## config.mk

```make
export PLATFORM = sky130hd
export DESIGN_NAME = lcd_display_top
export DESIGN_NICKNAME = d
export VERILOG_FILES = /design/src/hw/lcd_pkg.sv /design/src/hw/bus_pkg.sv /design/src/hw/char_buffer.sv /design/src/hw/serial_bus_master.sv /design/src/hw/lcd_3wire.sv /design/src/hw/lcd_display_top.sv
export SDC_FILE = /design/constraint.sdc
export NUM_CORES = 1
export LEC_CHECK = 0
export BUFFER_PORTS_ARGS = -buffer_cell sky130_fd_sc_hd__buf_2
export CORE_ASPECT_RATIO = 1.25
export CORE_MARGIN = 2
export CORE_UTILIZATION = 40
export CTS_CLUSTER_SIZE = 12
export DETAILED_ROUTE_END_ITERATION = 8
export SYNTH_ARGS = -nofsm -noshare
export SYNTH_HDL_FRONTEND = slang
export SYNTH_SLANG_ARGS = --single-unit
```

## constraint.sdc

```tcl
create_clock -name in_clk -period 4.1 [get_ports in_clk]
set_input_delay 0.41 -clock in_clk [delete_from_list [all_inputs] [get_ports in_clk]]
set_output_delay 0.41 -clock in_clk [all_outputs]
set_load 0.005 [all_outputs]
```

## src/hw/lcd_pkg.sv

```systemverilog
package lcd_pkg;

	// upper half of a control byte, lower half is always 4'b1111
	localparam logic [3:0] ctrl_command = 4'b0001;
	localparam logic [3:0] ctrl_data    = 4'b0101;
	localparam logic [3:0] ctrl_read    = 4'b0011;

	// position of the busy flag in the status byte
	localparam int busy_bit = 7;

	localparam int init_num_commands = 22;

	// milliseconds to clock cycles
	function automatic int unsigned cycles_per_ms(input int unsigned clk_hz,
		input int unsigned ms);
		return clk_hz / 1000 * ms;
	endfunction

	// microseconds to clock cycles, kept exact for slow simulation clocks
	function automatic int unsigned cycles_per_us(input int unsigned clk_hz,
		input int unsigned us);
		return clk_hz / 1000 * us / 1000;
	endfunction

	// per command: control nibble, low data nibble, high data nibble
	localparam logic [0:init_num_commands*3-1][3:0] init_table = {
		ctrl_command, 4'b1011, 4'b0011, ctrl_command, 4'b0010, 4'b0000,
		ctrl_command, 4'b0110, 4'b0000, ctrl_command, 4'b1001, 4'b0000,
		ctrl_command, 4'b0000, 4'b0001, ctrl_command, 4'b0000, 4'b1100,
		ctrl_command, 4'b0010, 4'b0111, ctrl_data,    4'b0000, 4'b0000,
		ctrl_command, 4'b0110, 4'b0111, ctrl_data,    4'b0010, 4'b0000,
		// extended set, bias and scroll
		ctrl_command, 4'b1010, 4'b0011, ctrl_command, 4'b0010, 4'b0001,
		// contrast, follower, oscillator
		ctrl_command, 4'b1001, 4'b0011, ctrl_command, 4'b1011, 4'b0001,
		ctrl_command, 4'b0111, 4'b0101, ctrl_command, 4'b0000, 4'b0111,
		ctrl_command, 4'b1110, 4'b0110,
		// back to base set, display on, clear, home
		ctrl_command, 4'b1000, 4'b0011, ctrl_command, 4'b0110, 4'b0000,
		ctrl_command, 4'b1100, 4'b0000, ctrl_command, 4'b0001, 4'b0000,
		ctrl_command, 4'b0010, 4'b0000
	};

endpackage

```

## src/hw/bus_pkg.sv

```systemverilog
package bus_pkg;

	// ------------------------------------------------------------------------
	// controller side of the serial bus
	// ------------------------------------------------------------------------

	// byte to transfer, held while enable is high
	typedef struct packed {
		logic       enable;
		logic [7:0] data;
	} bus_req_t;

	// master status plus last received byte
	typedef struct packed {
		logic       ready;
		logic       next;
		logic [7:0] rx_data;
	} bus_resp_t;

endpackage

```

## src/hw/char_buffer.sv

```systemverilog
module char_buffer #(
	parameter int LCD_SIZE         = 4*20,
	parameter int LCD_NUM_ADDRBITS = 7
) (
	input  logic                        in_clk,
	input  logic                        wr_en,
	input  logic [LCD_NUM_ADDRBITS-1:0] wr_addr,
	input  logic [7:0]                  wr_char,
	input  logic [LCD_NUM_ADDRBITS-1:0] rd_addr,
	output logic [7:0]                  rd_char
);

	// one byte per display cell
	logic [7:0] mem [LCD_SIZE];

	logic wr_in_range;
	logic rd_in_range;

	// address space may be larger than the display
	assign wr_in_range = (int'(wr_addr) < LCD_SIZE);
	assign rd_in_range = (int'(rd_addr) < LCD_SIZE);

	// host port
	always_ff @(posedge in_clk) begin
		if (wr_en && wr_in_range) begin
			mem[wr_addr] <= wr_char;
		end
	end

	// controller port, read in the same cycle
	// out of range reads give a blank
	always_comb begin
		if (rd_in_range) begin
			rd_char = mem[rd_addr];
		end else begin
			rd_char = 8'h20;
		end
	end

endmodule

```

## src/hw/serial_bus_master.sv

```systemverilog
module serial_bus_master #(
	parameter int SCLK_DIV = 8
) (
	input  logic                in_clk,
	input  logic                in_rst,
	input  bus_pkg::bus_req_t   req,
	input  logic                sdi,
	output bus_pkg::bus_resp_t  resp,
	output logic                cs_n,
	output logic                sclk,
	output logic                sdo
);

	localparam int DIV_W = $clog2(SCLK_DIV) + 1;

	// control
	logic             shifting;
	logic [DIV_W-1:0] div_cnt;
	logic [2:0]       bit_cnt;
	logic             next_q;
	logic             ready_q;

	// payload
	logic [7:0] tx_shift;
	logic [7:0] rx_shift;
	logic [7:0] rx_data;
	logic [7:0] rx_next;

	logic tick;
	logic fall;
	logic rise;
	logic byte_end;
	logic load;

	// half period of sclk elapsed
	assign tick = shifting && (div_cnt == DIV_W'(SCLK_DIV - 1));
	assign fall = tick && sclk;
	assign rise = tick && !sclk;

	// last rising edge of bit 7
	assign byte_end = rise && (bit_cnt == 3'd7);

	// new byte taken when idle or right at a byte boundary
	assign load = req.enable && (!shifting || byte_end);

	// lsb arrives first, so shift in from the top
	assign rx_next = {sdi, rx_shift[7:1]};

	// ------------------------------------------------------------------------
	// control registers
	// ------------------------------------------------------------------------
	always_ff @(posedge in_clk) begin
		if (in_rst) begin
			shifting <= 1'b0;
			div_cnt  <= '0;
			bit_cnt  <= '0;
			cs_n     <= 1'b1;
			sclk     <= 1'b1;
			sdo      <= 1'b1;
			next_q   <= 1'b0;
			ready_q  <= 1'b1;
		end else begin
			// one cycle strobe per latched byte
			next_q <= load;

			if (tick) begin
				div_cnt <= '0;
				sclk    <= !sclk;
			end else if (shifting) begin
				div_cnt <= div_cnt + 1'b1;
			end

			// data changes on the falling edge
			if (fall) begin
				sdo <= tx_shift[0];
			end
			if (rise) begin
				bit_cnt <= bit_cnt + 1'b1;
			end

			if (load) begin
				shifting <= 1'b1;
				div_cnt  <= '0;
				bit_cnt  <= '0;
				cs_n     <= 1'b0;
				ready_q  <= 1'b0;
			end else if (byte_end) begin
				// nothing pending, release the bus
				shifting <= 1'b0;
				cs_n     <= 1'b1;
				ready_q  <= 1'b1;
			end
		end
	end

	// ------------------------------------------------------------------------
	// shift registers
	// ------------------------------------------------------------------------
	always_ff @(posedge in_clk) begin
		if (load) begin
			tx_shift <= req.data;
		end else if (fall) begin
			tx_shift <= {1'b0, tx_shift[7:1]};
		end

		// sample on the rising edge
		if (rise) begin
			rx_shift <= rx_next;
		end
		if (byte_end) begin
			rx_data <= rx_next;
		end
	end

	assign resp.ready   = ready_q;
	assign resp.next    = next_q;
	assign resp.rx_data = rx_data;

endmodule

```

## src/hw/lcd_3wire.sv

```systemverilog
module lcd_3wire #(
	parameter int MAIN_CLK         = 50_000_000,
	parameter int LCD_SIZE         = 4*20,
	parameter int LCD_NUM_ADDRBITS = 7,
	parameter bit READ_BUSY_FLAG   = 1'b1
) (
	input  logic                        in_clk,
	input  logic                        in_rst,
	input  logic                        update,
	input  bus_pkg::bus_resp_t          bus_resp,
	input  logic [7:0]                  mem_word,
	output logic                        lcd_reset_n,
	output bus_pkg::bus_req_t           bus_req,
	output logic [LCD_NUM_ADDRBITS-1:0] mem_addr,
	output logic [7:0]                  busy_flag
);

	import lcd_pkg::*;

	// delays in clock cycles
	localparam int WAIT_PRERESET = cycles_per_ms(MAIN_CLK, 50);
	localparam int WAIT_RESET    = cycles_per_us(MAIN_CLK, 500);
	localparam int WAIT_RESETTED = cycles_per_ms(MAIN_CLK, 1);
	localparam int WAIT_INIT     = cycles_per_us(MAIN_CLK, 100);
	localparam int WAIT_UPDATE   = cycles_per_ms(MAIN_CLK, 100);

	// longest delay sets the timer width
	localparam int WAIT_W = $clog2(WAIT_UPDATE + 1) + 1;
	localparam int INIT_W = $clog2(init_num_commands) + 1;
	localparam int WR_W   = $clog2(LCD_SIZE) + 1;

	typedef enum logic [4:0] {
		s_wait_prereset, s_reset, s_post_reset,
		s_init_seq, s_pace,
		s_poll_cmd, s_poll_dummy, s_poll_wait, s_poll_check,
		s_wait_update, s_idle,
		s_home_ctrl, s_home_lo, s_home_hi, s_home_wait,
		s_data_ctrl, s_data
	} state_t;

	state_t state, state_nxt;
	// where to go once pacing is over
	state_t after_pace, after_pace_nxt;

	logic [WAIT_W-1:0] wait_cnt;
	logic [WAIT_W-1:0] wait_max;
	logic              wait_done;

	logic [INIT_W-1:0] init_cycle, init_cycle_nxt;
	logic [1:0]        byte_cycle, byte_cycle_nxt;
	logic [WR_W-1:0]   write_cycle, write_cycle_nxt;
	logic [6:0]        init_idx;
	logic [7:0]        busy_flag_nxt;

	logic next_last;
	logic next_edge;

	// rising edge of next, one per latched byte
	assign next_edge = bus_resp.next && !next_last;
	assign wait_done = (wait_cnt == wait_max);
	assign init_idx  = 7'(init_cycle) * 7'd3 + 7'(byte_cycle);

	always_ff @(posedge in_clk) begin
		if (in_rst) begin
			state       <= s_wait_prereset;
			after_pace  <= s_wait_prereset;
			wait_cnt    <= '0;
			init_cycle  <= '0;
			byte_cycle  <= '0;
			write_cycle <= '0;
			next_last   <= 1'b0;
			busy_flag   <= '0;
		end else begin
			state       <= state_nxt;
			after_pace  <= after_pace_nxt;
			// timer restarts whenever it hits the limit of the current state
			if (wait_done) begin
				wait_cnt <= '0;
			end else begin
				wait_cnt <= wait_cnt + 1'b1;
			end
			init_cycle  <= init_cycle_nxt;
			byte_cycle  <= byte_cycle_nxt;
			write_cycle <= write_cycle_nxt;
			next_last   <= bus_resp.next;
			busy_flag   <= busy_flag_nxt;
		end
	end

	// timer limit depends on the state only
	always_comb begin
		case (state)
			s_wait_prereset: wait_max = WAIT_W'(WAIT_PRERESET);
			s_reset:         wait_max = WAIT_W'(WAIT_RESET);
			s_post_reset:    wait_max = WAIT_W'(WAIT_RESETTED);
			s_pace:          wait_max = READ_BUSY_FLAG ? '0 : WAIT_W'(WAIT_INIT);
			s_home_wait:     wait_max = WAIT_W'(WAIT_INIT);
			s_wait_update:   wait_max = WAIT_W'(WAIT_UPDATE);
			default:         wait_max = '0;
		endcase
	end

	always_comb begin
		state_nxt       = state;
		after_pace_nxt  = after_pace;
		init_cycle_nxt  = init_cycle;
		byte_cycle_nxt  = byte_cycle;
		write_cycle_nxt = write_cycle;
		busy_flag_nxt   = busy_flag;
		lcd_reset_n     = 1'b1;
		mem_addr        = '0;
		bus_req         = '0;

		case (state)
			// ----------------------------------------------------------------
			// reset window
			// ----------------------------------------------------------------
			s_wait_prereset: if (wait_done) state_nxt = s_reset;
			s_reset: begin
				lcd_reset_n   = 1'b0;
				busy_flag_nxt = '1;
				if (wait_done) state_nxt = s_post_reset;
			end
			s_post_reset: if (wait_done) state_nxt = s_init_seq;

			// ----------------------------------------------------------------
			// init commands, three bytes each
			// ----------------------------------------------------------------
			s_init_seq: begin
				if (next_edge) byte_cycle_nxt = byte_cycle + 1'b1;
				if (byte_cycle == 2'd3) begin
					state_nxt      = s_pace;
					after_pace_nxt = s_init_seq;
					init_cycle_nxt = init_cycle + 1'b1;
					byte_cycle_nxt = '0;
				end else if (init_cycle == INIT_W'(init_num_commands)) begin
					// all sent, let the last byte drain
					if (bus_resp.ready) begin
						state_nxt      = s_wait_update;
						init_cycle_nxt = '0;
					end
				end else begin
					bus_req.enable = 1'b1;
					if (byte_cycle == 2'd0) begin
						bus_req.data = {init_table[init_idx], 4'b1111};
					end else begin
						bus_req.data = {4'b0000, init_table[init_idx]};
					end
				end
			end

			// busy poll or fixed delay
			s_pace: begin
				if (READ_BUSY_FLAG) state_nxt = s_poll_cmd;
				else if (wait_done) state_nxt = after_pace;
			end

			// ----------------------------------------------------------------
			// busy flag poll
			// ----------------------------------------------------------------
			s_poll_cmd: begin
				bus_req.enable = 1'b1;
				bus_req.data   = {ctrl_read, 4'b1111};
				if (next_edge) state_nxt = s_poll_dummy;
			end
			s_poll_dummy: begin
				// status comes back during this byte
				bus_req.enable = 1'b1;
				if (next_edge) state_nxt = s_poll_wait;
			end
			s_poll_wait: begin
				if (bus_resp.ready) begin
					busy_flag_nxt = bus_resp.rx_data;
					state_nxt     = s_poll_check;
				end
			end
			s_poll_check: begin
				if (busy_flag[busy_bit]) state_nxt = s_poll_cmd;
				else state_nxt = after_pace;
			end

			// ----------------------------------------------------------------
			// display refresh
			// ----------------------------------------------------------------
			s_wait_update: if (wait_done) state_nxt = s_idle;
			s_idle: begin
				if (update) begin
					state_nxt      = s_pace;
					after_pace_nxt = s_home_ctrl;
				end
			end
			s_home_ctrl: begin
				bus_req.enable = 1'b1;
				bus_req.data   = {ctrl_command, 4'b1111};
				if (next_edge) state_nxt = s_home_lo;
			end
			// return home is 8'h02, low nibble first
			s_home_lo: begin
				bus_req.enable = 1'b1;
				bus_req.data   = 8'h02;
				if (next_edge) state_nxt = s_home_hi;
			end
			s_home_hi: begin
				bus_req.enable = 1'b1;
				bus_req.data   = 8'h00;
				if (next_edge) state_nxt = s_home_wait;
			end
			s_home_wait: if (wait_done) state_nxt = s_data_ctrl;
			s_data_ctrl: begin
				bus_req.enable = 1'b1;
				bus_req.data   = {ctrl_data, 4'b1111};
				if (next_edge) begin
					state_nxt       = s_data;
					write_cycle_nxt = '0;
					byte_cycle_nxt  = '0;
				end
			end
			s_data: begin
				if (next_edge) byte_cycle_nxt = byte_cycle + 1'b1;
				if (byte_cycle == 2'd2) begin
					write_cycle_nxt = write_cycle + 1'b1;
					byte_cycle_nxt  = '0;
				end else if (write_cycle == WR_W'(LCD_SIZE)) begin
					if (bus_resp.ready) begin
						state_nxt       = s_idle;
						write_cycle_nxt = '0;
					end
				end else begin
					mem_addr       = LCD_NUM_ADDRBITS'(write_cycle);
					bus_req.enable = 1'b1;
					// low nibble, then high nibble
					bus_req.data   = {4'b0000, byte_cycle[0] ? mem_word[7:4] : mem_word[3:0]};
				end
			end
			default: state_nxt = s_wait_prereset;
		endcase
	end

endmodule

```

## src/hw/lcd_display_top.sv

```systemverilog
module lcd_display_top #(
	parameter int MAIN_CLK         = 50_000_000,
	parameter int SCLK_DIV         = 8,
	parameter int LCD_SIZE         = 4*20,
	parameter int LCD_NUM_ADDRBITS = 7,
	parameter bit READ_BUSY_FLAG   = 1'b1
) (
	input  logic                        in_clk,
	input  logic                        in_rst,
	input  logic                        update,
	input  logic                        wr_en,
	input  logic [LCD_NUM_ADDRBITS-1:0] wr_addr,
	input  logic [7:0]                  wr_char,
	input  logic                        sdi,
	output logic                        lcd_reset_n,
	output logic                        cs_n,
	output logic                        sclk,
	output logic                        sdo,
	output logic [7:0]                  busy_flag
);

	import bus_pkg::*;

	bus_req_t                    bus_req;
	bus_resp_t                   bus_resp;
	logic [LCD_NUM_ADDRBITS-1:0] mem_addr;
	logic [7:0]                  mem_word;

	// host writes, controller reads
	char_buffer #(
		.LCD_SIZE(LCD_SIZE), .LCD_NUM_ADDRBITS(LCD_NUM_ADDRBITS)
	) u_buffer (
		.in_clk(in_clk), .wr_en(wr_en), .wr_addr(wr_addr), .wr_char(wr_char),
		.rd_addr(mem_addr), .rd_char(mem_word)
	);

	lcd_3wire #(
		.MAIN_CLK(MAIN_CLK), .LCD_SIZE(LCD_SIZE),
		.LCD_NUM_ADDRBITS(LCD_NUM_ADDRBITS), .READ_BUSY_FLAG(READ_BUSY_FLAG)
	) u_ctrl (
		.in_clk(in_clk), .in_rst(in_rst), .update(update), .bus_resp(bus_resp),
		.mem_word(mem_word), .lcd_reset_n(lcd_reset_n), .bus_req(bus_req),
		.mem_addr(mem_addr), .busy_flag(busy_flag)
	);

	// byte-wide serial link to the display
	serial_bus_master #(
		.SCLK_DIV(SCLK_DIV)
	) u_bus (
		.in_clk(in_clk), .in_rst(in_rst), .req(bus_req), .sdi(sdi),
		.resp(bus_resp), .cs_n(cs_n), .sclk(sclk), .sdo(sdo)
	);

endmodule

```

After elaboration in Yosys (flattened, before gate mapping):

Memories as Yosys holds them, arrays and structs flattened.
Index checks and enable logic that the tools add are counted.

* register bits: 95
* bits in writable memories: 640
* ROM bits: 512
* input port bits: 20
* output and inout bits: 12
* memories: 2

Memories
* u_buffer.mem: words 80, width 8, read ports 1, clocked after memory_dff 0, write ports 1, RTL line char_buffer.sv:14 `logic [7:0] mem [LCD_SIZE];`
* (no name shown): words 128, width 4, read ports 1, clocked after memory_dff 0, write ports 0, RTL line lcd_3wire.sv:145 `bus_req.data = {init_table[init_idx], 4'b1111};`

* add/subtract/negate cells: 7
* $mul: 1
* order comparisons: 3
* eq/ne operators: 44
* mux-type cells: 63
* bitwise operators: 1
* reductions and logical operators: 31

Operators with widths (count)
* 23-bit one-hot mux with 5 select lines: 1
* 5-bit 2-to-1 mux: 22
* 5-bit one-hot mux with 17 select lines: 1
* 8-bit 2-to-1 mux: 9
* 8-bit one-hot mux with 6 select lines: 1
* 5-bit by 4-bit == test with 1-bit output (second input constant): 8
* 9-bit 2-to-1 mux: 4
* 8-bit one-hot mux with 2 select lines: 2
* 2-bit by 1-bit inequality test with 1-bit output (second input constant): 15
* 24-bit by 1-bit adder with 24-bit output (second input constant): 1
* 24-bit by 23-bit == test with 1-bit output: 1
* 7-bit 2-to-1 mux: 3
* 5-bit by 3-bit == test with 1-bit output (second input constant): 4
* 6-bit 2-to-1 mux: 3
* 18-bit AND reduction: 1
* 7-bit < comparator (second input constant): 2
* 2-bit nonzero test: 7
* 4-bit 2-to-1 mux: 3
* 3-bit by 1-bit inequality test with 1-bit output (second input constant): 4
* 5-bit by 2-bit == test with 1-bit output (second input constant): 2
* 5-bit one-hot mux with 2 select lines: 1
* 8-bit by 1-bit adder with 8-bit output (second input constant): 1
* 8-bit by 7-bit == test with 1-bit output (second input constant): 1
* 8-bit greater-or-equal comparator (second input constant): 1
* other kinds (30): 52

Depth between registers and ports, before layout:

Gate-level depths: netlist (run 1).

* word-level depth: 12
* mapped depth: 16

By module:

From an unflattened synthesis (run 1), not the netlist that was laid out.

* cell total of the unflattened synthesis: 1828
* area, all modules: 30770.8 sq um

Modules (own cells, without submodules)
* char_buffer: instances 1, cells an instance 1143, area each 24876.4 sq um, sequential area each 19218.4 sq um
* lcd_3wire: instances 1, cells an instance 587, area each 4514.3 sq um, sequential area each 1121.1 sq um
* serial_bus_master: instances 1, cells an instance 98, area each 1380.1 sq um, sequential area each 930.9 sq um

Worst setup path after synthesis (run 1):

No wires, ideal clock.

* path kind: reg2reg
* start point: register u_ctrl.byte_cycle[0]
* end point: register u_bus.tx_shift[3], data pin
* setup time: 0.267 ns
* data arrival time: 3.166 ns
* required time: 3.833 ns
* slack: 0.667 ns
* stages on the path, launching flop included: 16
* buffers on the path: 4
* period minus slack after synthesis: 3.433 ns
* cells stage by stage: dfxtp_1 -> clkbuf_1 -> inv_1 -> ha_1 -> or2_2 -> buf_2 -> nor3_4 -> nand2_1 -> buf_4 -> buf_6 -> a221oi_2 -> a211oi_1 -> nor4_1 -> o21ai_1 -> a2111oi_0 -> o21ai_1

* longest elaborated chain between the ends: 10
* elaborated cells on any way between the ends: 23
* classes of those cells: add/sub (1); order compare (1); eq/ne (2); mux (14); bitwise (1); reduce/logical (2); memory (2)

RTL lines
* from (decl): RTL line lcd_3wire.sv:50 `logic [1:0] byte_cycle, byte_cycle_nxt;`
* from (signal assigned): RTL line lcd_3wire.sv:83 `byte_cycle <= byte_cycle_nxt;`
* 7-bit by 2-bit adder with 7-bit output / 2-bit == test (equally long branches): RTL line lcd_3wire.sv:61, lcd_3wire.sv:220
* 7-bit NOT with 8-bit output (not written as such) / 7-bit 2-to-1 mux (equally long branches): RTL line lcd_3wire.sv:147, lcd_3wire.sv:220
* memory 128 x 4 bit / 7-bit 2-to-1 mux (equally long branches)
* 4-bit 2-to-1 mux (tied with other cells)
* 4-bit 2-to-1 mux / 8-bit 2-to-1 mux (equally long branches)
* 8-bit 2-to-1 mux / 4-bit 2-to-1 mux (equally long branches): RTL line lcd_3wire.sv:144, lcd_3wire.sv:232
* 9-bit 2-to-1 mux, on equally long branches: RTL line lcd_3wire.sv:136, lcd_3wire.sv:223
* 9-bit 2-to-1 mux, on equally long branches: RTL line lcd_3wire.sv:131, lcd_3wire.sv:220
* 8-bit one-hot mux with 6 select lines: RTL line lcd_3wire.sv:114 `case (state)`
* 8-bit 2-to-1 mux (*): RTL line serial_bus_master.sv:100 `if (load) begin`
* to (signal assigned): RTL line serial_bus_master.sv:101 `tx_shift <= req.data;`
* to (signal assigned): RTL line serial_bus_master.sv:103 `tx_shift <= {1'b0, tx_shift[7:1]};`
* to (decl): RTL line serial_bus_master.sv:24 `logic [7:0] tx_shift;`

Every way passes the cells marked *; elsewhere a longest branch is shown, timed or not. The select of a mux whose other input is x is not followed.
A chain may end at the register's enable or synchronous reset.

Final worst setup path (run 1):

* start point: register u_ctrl.byte_cycle[0]
* end point: register u_bus.tx_shift[0], data pin

The elaborated chain is that of the path after synthesis.

==> reports/results.txt, run 1 <==
First-pass GRT wire length = 145000 um
Die W = 255 um
Critical Path RT = 4590 ps
Total die area = 80900 sq um
Dpl hpwl = 64700 um
Worst-path clk slew = 60 ps
Die Ht = 318 um
Crit-path max FO = 8
TritonCTS clock tree = done
Total wire length = 99600 um
Flops & latches, synth = 731
Final Core Density = 46.4%
IO Port Bufs = 31
Layout cells sized above 1 = 14.3%
Via count = 21897
Largest net degree at the start of global routing = 135
Post-synth top flop = edfxtp_1
Nets = 2649
Mean Syn Cell Area = 12.9 sq um
Gr usage total = 24.4%
Worst setup margin = 108 ps
Max-slew headroom = 20.8%
Status = complete, no violations
Initial Util = 40.2%
Slew Limit Fails = 0
Worst EP arrival = 4480 ps
Area contributors post-synth = edfxtp_1, dfxtp_1, nand2_1, mux2i_1, nor2_1
Cell Rows = 115
GPL Wtd Cong = 0.927
H-tree levels = 3
Tot Pwr = 15.3 mW
Dpl cell area = 33900 sq um
Syn nets = 2499
Unrepaired setup endpoints after global routing = no
Number of buffers created by CTS = 79
Hold Path Class = input port to flip-flop
Layout area overhead = 15.5%
Yosys top cell area share = 63.3%
DRC viols = 0
Area of the multi-input gates = 9460 sq um
Storage element area = 21300 sq um
Max cap viols = 0
Sequential area share after synthesis = 67.6%
Grt ovf = 0
Synth cell types = 89
Worst-Skew Late Latency = 640 ps
Diode count = 0
Clock root buffer = clkbuf_16
Slew @ Worst Pin = 1190 ps
DP Worst Slack = -206 ps
Final Hold Viols = 0
Setup CP Type = flip-flop to flip-flop
Finished Layout Cells = 3704
Worst Skew = 24.7 ps
Drt first pass iters = 6
Initial DRC count = 2440
Finished layout cell area = 36300 sq um
Vias/cell = 5.91
Pwr per Cell Area = 421 nW/um^2
Dpl cells = 3566
Asr flop ratio synth = 0%
Mapped Cells = 2447
Synth warnings = 0
Vias in the first global route = 21754
Final period utilization = 97.4%
Peak supply drop = 332 uV
Avg WL per Cell = 26.9 um
Leakage Power = 11.9 nW
Number of clock sinks = 731
Synth Cell Area = 31500 sq um
Final setup vio count = 0
Post-synth top area cell = edfxtp_1
Clk buf depth = 3
CORE AREA = 78300 sq um
CP Capture Type = flip-flop
Fin crit period = 3990 ps
Worst Setup Start Kind = flip-flop
# IOs = 32
Antenna-violating nets left = 0
Post-synth EDFFs = 663
Fmax = 250 MHz
Initial antenna violation count = 0
Fill cells = 7059
-- per-layer routing --
metal | track usage [%] | part of all wire (%) | vias up
met5 | 0.243 | 0 | -
met4 | 12.7 | 5.5 | 0
met3 | 4.09 | 7.4 | 235
met2 | 40.9 | 49 | 989
met1 | 30.1 | 38 | 10987
li1 | - | - | 9686
-- timing repair --
item / 4_1_cts / 5_1_grt
endpoints found under the setup margin: 2 / 3
hold endpoints to repair: 2 / 0
setup buffers: 0 / 1
hold buffers: 1 / 0
gates resized for setup: 3 / 4
pin swaps: 0 / 2
-- registers in the layout, summed over array words and instances (netlist names), 5 cells and up --
signal	cells
u_buffer.mem	640
u_bus.rx_data	8
u_bus.rx_shift	7
u_bus.tx_shift	8
u_ctrl.busy_flag	8
u_ctrl.init_cycle	6
u_ctrl.state	5
u_ctrl.wait_cnt	24
u_ctrl.write_cycle	8
-- cell families (layout without fill, tap and decap cells) --
family                     after synthesis  count (layout)  share of synthesized area, %
xor gates and xnor gates                43              43                          1.20
and+or+nand+nor                        855             855                          12.7
adders and majority gates               32              32                          1.32
muxes                                  115             115                          3.92
buffers and inverters                  184             388                          2.49
AOI/OAI and AO/OA                      487             487                          10.7
DFF                                    731             731                          67.6
-- placed cells by master (no fill, tap or decap), drive strengths merged, types with 13 or more instances in the layout --
| cell | count |
|---|---|
| o22ai | 35 |
| nor4 | 21 |
| edfxtp | 663 |
| dfxtp | 68 |
| nor3 | 40 |
| a31oi | 33 |
| a221oi | 54 |
| nand4 | 20 |
| nand2b | 15 |
| o221ai | 13 |
| clkbuf | 104 |
| mux2i | 94 |
| and3 | 26 |
| xnor2 | 26 |
| nand3 | 146 |
| nor2b | 23 |
| xor2 | 17 |
| o211ai | 18 |
| ha | 30 |
| inv | 37 |
| a21oi | 92 |
| mux2 | 16 |
| clkinv | 23 |
| nand2 | 290 |
| buf | 216 |
| nor2 | 210 |
| o21ai | 83 |
| a211oi | 46 |
-- worst max-delay path, cell delays in order (launching register included) --
cell,delay [ps]
dfxtp_1,400
inv_1,90
ha_1,340
nor2_1,180
nand2_1,230
buf_4,240
o21ai_1,630
nand4_1,290
nand3_1,210
a21boi_0,600
a22oi_1,210
o2111a_1,270
a31oi_1,140
-- area by class of cell --
| cell class | count | share of cell area [%] |
|---|---|---|
| multi-input combinational | 1532 | 26.0 |
| sequential | 731 | 58.5 |
| clock inverter | 32 | 0.771 |
| inverter | 35 | 0.362 |
| clock buffer | 103 | 5.86 |
| timing repair buffer | 218 | 4.81 |
| tap | 1053 | 3.63 |
-- path summary, 6_finish.rpt --
| kind | start | to | slack (ps) | cells past startpoint |
|---|---|---|---|---|
| setup / recovery | u_ctrl.byte_cycle[0] | u_bus.tx_shift[0] | 110 | 12 |
| hold / removal | update | u_ctrl.after_pace[3] | 100 | 3 |
| setup reg to reg | u_ctrl.byte_cycle[0] | u_bus.tx_shift[0] | 110 | 12 |
| hold reg to reg | u_bus.rx_shift[1] | u_bus.rx_data[0] | 430 | 0 |
-- synthesized netlist by cell type, types with 23 or more instances --
library cell  number
inv_1             33
dfxtp_1           68
nor3_1            38
buf_2             36
nor2b_1           23
a211oi_1          46
o21ai_0           66
a221oi_1          52
clkbuf_1          91
a31oi_1           33
edfxtp_1         663
nor2_1           207
nand3_1          146
nand2_1          290
a21oi_1           92
mux2i_1           94
ha_1              30
and3_1            26
o22ai_1           35
xnor2_1           26
-- power breakdown --
group / leakage (nW) / internal, mW / total [mW] / switching, mW
Sequential: 6.51 / 8.15 / 8.17 / 0.0192
Combinational: 4.26 / 0.0831 / 0.341 / 0.258
Clock: 1.17 / 3.90 / 6.78 / 2.88
Total: 11.9 / 12.1 / 15.3 / 3.15
-- metrics by stage --
| step | setup TNS (ps) | hold WS (ps) |
|---|---|---|
| after floorplan | 0 | 400 |
| after global placement | -254 | 400 |
| after detailed placement | -228 | 416 |
| after CTS | 0 | 62.7 |
| after global routing | 0 | 106 |
| final | 0 | 101 |
Power figures use the tool's default switching activity.
==> inputs of run 2 (changes only) <==
--- a/config.mk
+++ b/config.mk
@@ -11,6 +11,8 @@
 export CORE_UTILIZATION = 40
 export CTS_CLUSTER_SIZE = 12
 export DETAILED_ROUTE_END_ITERATION = 8
+export SLEW_MARGIN = 5
 export SYNTH_ARGS = -nofsm -noshare
 export SYNTH_HDL_FRONTEND = slang
+export SYNTH_HIERARCHICAL = 1
 export SYNTH_SLANG_ARGS = --single-unit
==> reports/results.txt, run 2 <==
Largest net degree at the start of global routing = 65 (-52%)
Leakage Power = 11.4 nW (-4.6%)
Worst Setup Start Kind = flip-flop
Final setup vio count = 0 (unchanged)
Synth cell types = 79 (-11%)
Sequential Power Share = 53.4% (about the same)
Peak supply drop = 345 uV (+3.9%)
Die Ht = 314 um (-1.1%)
Mapped Cells = 1828 (-25%)
Die W = 252 um (-1.1%)
Final period utilization = 99.1% (+1.7 points)
Slew Limit Fails = 0 (unchanged)
Gr usage total = 18.9% (-5.5 points)
Sw frac = 22.5% (+1.9 points)
Max cap viols = 0 (unchanged)
Grt ovf = 0 (unchanged)
Synth warnings = 6 (+6)
Fin crit period = 4060 ps (+70.1 ps)
Largest delay share family, worst path = multiplexers
First-pass GRT wire length = 112000 um (-22%)
Global Route met2 Usage = 33.4% (-7.5 points)
Nets = 2093 (-21%)
Status = complete, no violations
Reg with most FFs = u_buffer/mem
GPL Wtd Cong = 0.827 (-11%)
Unrepaired setup endpoints after global routing = yes
Flops & latches, synth = 731 (unchanged)
Yosys top cell area share = 64.7% (+1.4 points)
TritonCTS clock tree = done
Max stage delay cell, worst path = mux4_2
Finished layout cell area = 35900 sq um (-1.2%)
Tot Pwr = 15.5 mW (+1.0%)
Most common cell after layout, fill and taps aside = edfxtp_1
Worst-Skew Late Latency = 630 ps (about the same)
Setup slack, reg-to-reg = 40 ps (-70 ps)
Clk buf depth = 3 (unchanged)
Dpl hpwl = 48600 um (-25%)
CORE AREA = 76100 sq um (-2.8%)
Mean Syn Cell Area = 16.8 sq um (+31%)
Setup CP Type = flip-flop to flip-flop
Total wire length = 75000 um (-25%)
Met1 usage = 23.9% (-6.2 points)
GRT Max-Usage Layer = met2
Number of clock sinks = 731 (unchanged)
Commonest non-fill, non-tap cells in the layout = edfxtp_1, nor2_1, buf_4, mux4_2, clkbuf_16
Vias/cell = 5.71 (-3.3%)
Worst Skew = 20.5 ps (-4.16 ps)
Initial Util = 40.5% (+0.26 points)
Clock network power share = 40.4% (-3.9 points)
Bufs and invs on worst path = 3 (+1)
Area contributors post-synth = edfxtp_1, mux4_2, dfxtp_1, nor2_1, ha_1
Hold Path Class = input port to flip-flop
Pwr per Cell Area = 430 nW/um^2 (+2.3%)
H-tree levels = 3 (unchanged)
Max reg flops = 640 (unchanged)
CP Capture Type = flip-flop
Avg WL per Cell = 24.5 um (-8.9%)
# IOs = 32 (unchanged)
Sequential area share after synthesis = 69.1% (+1.5 points)
Synth Cell Area = 30800 sq um (-2.2%)
Dpl cell area = 33100 sq um (-2.4%)
Worst-path clk slew = 60 ps (about the same)
Most common cell in the netlist = edfxtp_1
Total die area = 79200 sq um (-2.2%)
Vias in the first global route = 17781 (-18%)
Post-synth EDFFs = 663 (unchanged)
Diode count = 0 (unchanged)
CP most frequent cell = mux2_2
Cell Rows = 113 (-1.7%)
Slew @ Worst Pin = 1210 ps (+25.5 ps)
Fmax = 246 MHz (-1.7%)
Critical path's largest stage delay = 510 ps (-120 ps)
Layout cells sized above 1 = 27.1% (+13 points)
DRC viols = 0 (unchanged)
Synth top cells by count = edfxtp_1, nor2_1, mux4_2
Initial antenna violation count = 0 (unchanged)
Net Switching = 3.48 mW (+10%)
Drt first pass iters = 7 (+1)
Crit-path cells = nor3_4 > nand2_2 > nor2_2 > o21ai_2 > nor2_4 > buf_8 > buf_12 > buf_6 > mux4_2 > mux2_2 > o221ai_2 > a221o_1 > a22oi_1 > mux2i_2 > o21a_1 > nand3_1 > mux2_2
Max-slew headroom = 19.1% (-1.7 points)
Critical Path RT = 4480 ps (-110 ps)
Initial DRC count = 1554 (-36%)
Post-synth top flop = edfxtp_1
Layout area overhead = 16.7%
Post-synth top area cell = edfxtp_1
Antenna-violating nets left = 0 (unchanged)
Biggest regs = u_buffer/mem (640), u_ctrl/wait_cnt (24)
Crit-path max FO = 7 (-1)
Fill cells = 6363 (-9.9%)
Number of buffers created by CTS = 76 (-3.8%)
M3 GR Usage = 3.03% (-1.1 points)
Worst EP arrival = 4450 ps (-30 ps)
Power share of the combinational group = 6.2% (+4.0 points)
Final Hold Viols = 0 (unchanged)
Final TNS setup = 0 ps (unchanged)
IO Port Bufs = 31 (unchanged)
Syn nets = 1881 (-25%)
Asr flop ratio synth = 0% (unchanged)
Via count = 17502 (-20%)
Internal power = 12.0 mW (-1.3%)
Clock root buffer = clkbuf_16
[run 2: cell type report]
cell class	count	area [sq um]	area share [%]
tap	977	1220	3.41
sequential	731	21300	59.3
timing repair buffer	221	1880	5.25
inverter	45	169	0.471
multi-input combinational	965	9150	25.5
clock buffer	100	2010	5.60
clock inverter	24	186	0.519
[run 2: metrics by stage]
step | hold WS (ps) | setup WS (ps) | utilization [%] | instances
after global routing | 114 | -107 | 47.2 | 3063
after floorplan | 400 | 106 | - | 1828
after CTS | 73.4 | 0.0249 | 46.6 | 3049
final | 110 | 37.6 | 47.2 | 3063
after detailed placement | 418 | -339 | 43.5 | 2916
after global placement | 401 | -298 | 43.5 | 2916
[run 2: worst register-to-register path: stages (launching register included)]
cell and delay [ps]:
dfxtp_2 330, nor3_4 210, nand2_2 90, nor2_2 140
o21ai_2 100, nor2_4 190, buf_8 190, buf_12 160
buf_6 140, mux4_2 510, mux2_2 290, o221ai_2 200
a221o_1 230, a22oi_1 110, mux2i_2 390, o21a_1 200
nand3_1 80, mux2_2 280
[run 2: path summary, 6_finish.rpt]
kind,startpoint,to,cells after the start
max reg2reg,u_ctrl/state[3],u_bus/tx_shift[2],17
min,update,u_ctrl/after_pace[3],3
max,u_ctrl/state[3],u_bus/tx_shift[2],17
min reg2reg,u_bus/rx_shift[1],u_bus/rx_data[0],0
[run 2: metal layers]
metal	wire length (um)	share of wire, %
met1	30200	40
met2	38700	52
met3	4090	5.4
met4	1950	2.6
met5	0	0
[run 2: power groups by stage]
stage	logic [mW]	registers, mW	clock network (mW)
finish	0.955	8.25	6.25
global placement	0.924	8.40	0
floorplan	0.602	8.39	0
CTS	0.948	8.25	6.40
detailed placement	0.944	8.41	0
global route	1.06	8.25	6.66
[run 2: logic make-up after synthesis]
group	after synthesis	share of synthesized area [%]
DFF	731	69.1
and+or+nand+nor	457	7.28
muxes	216	13.8
AOI/OAI and AO/OA	212	4.98
buffers and inverters	132	2.12
xor gates and xnor gates	47	1.34
adders and majority gates	33	1.39
[run 2: what timing repair did]
action,4_1_cts,5_1_grt
pin swaps,3,25
hold endpoints to repair,2,0
setup endpoints to repair,4,5
cloned,2,3
hold buffers,1,0
gates resized for setup,19,58
setup buffers,6,11
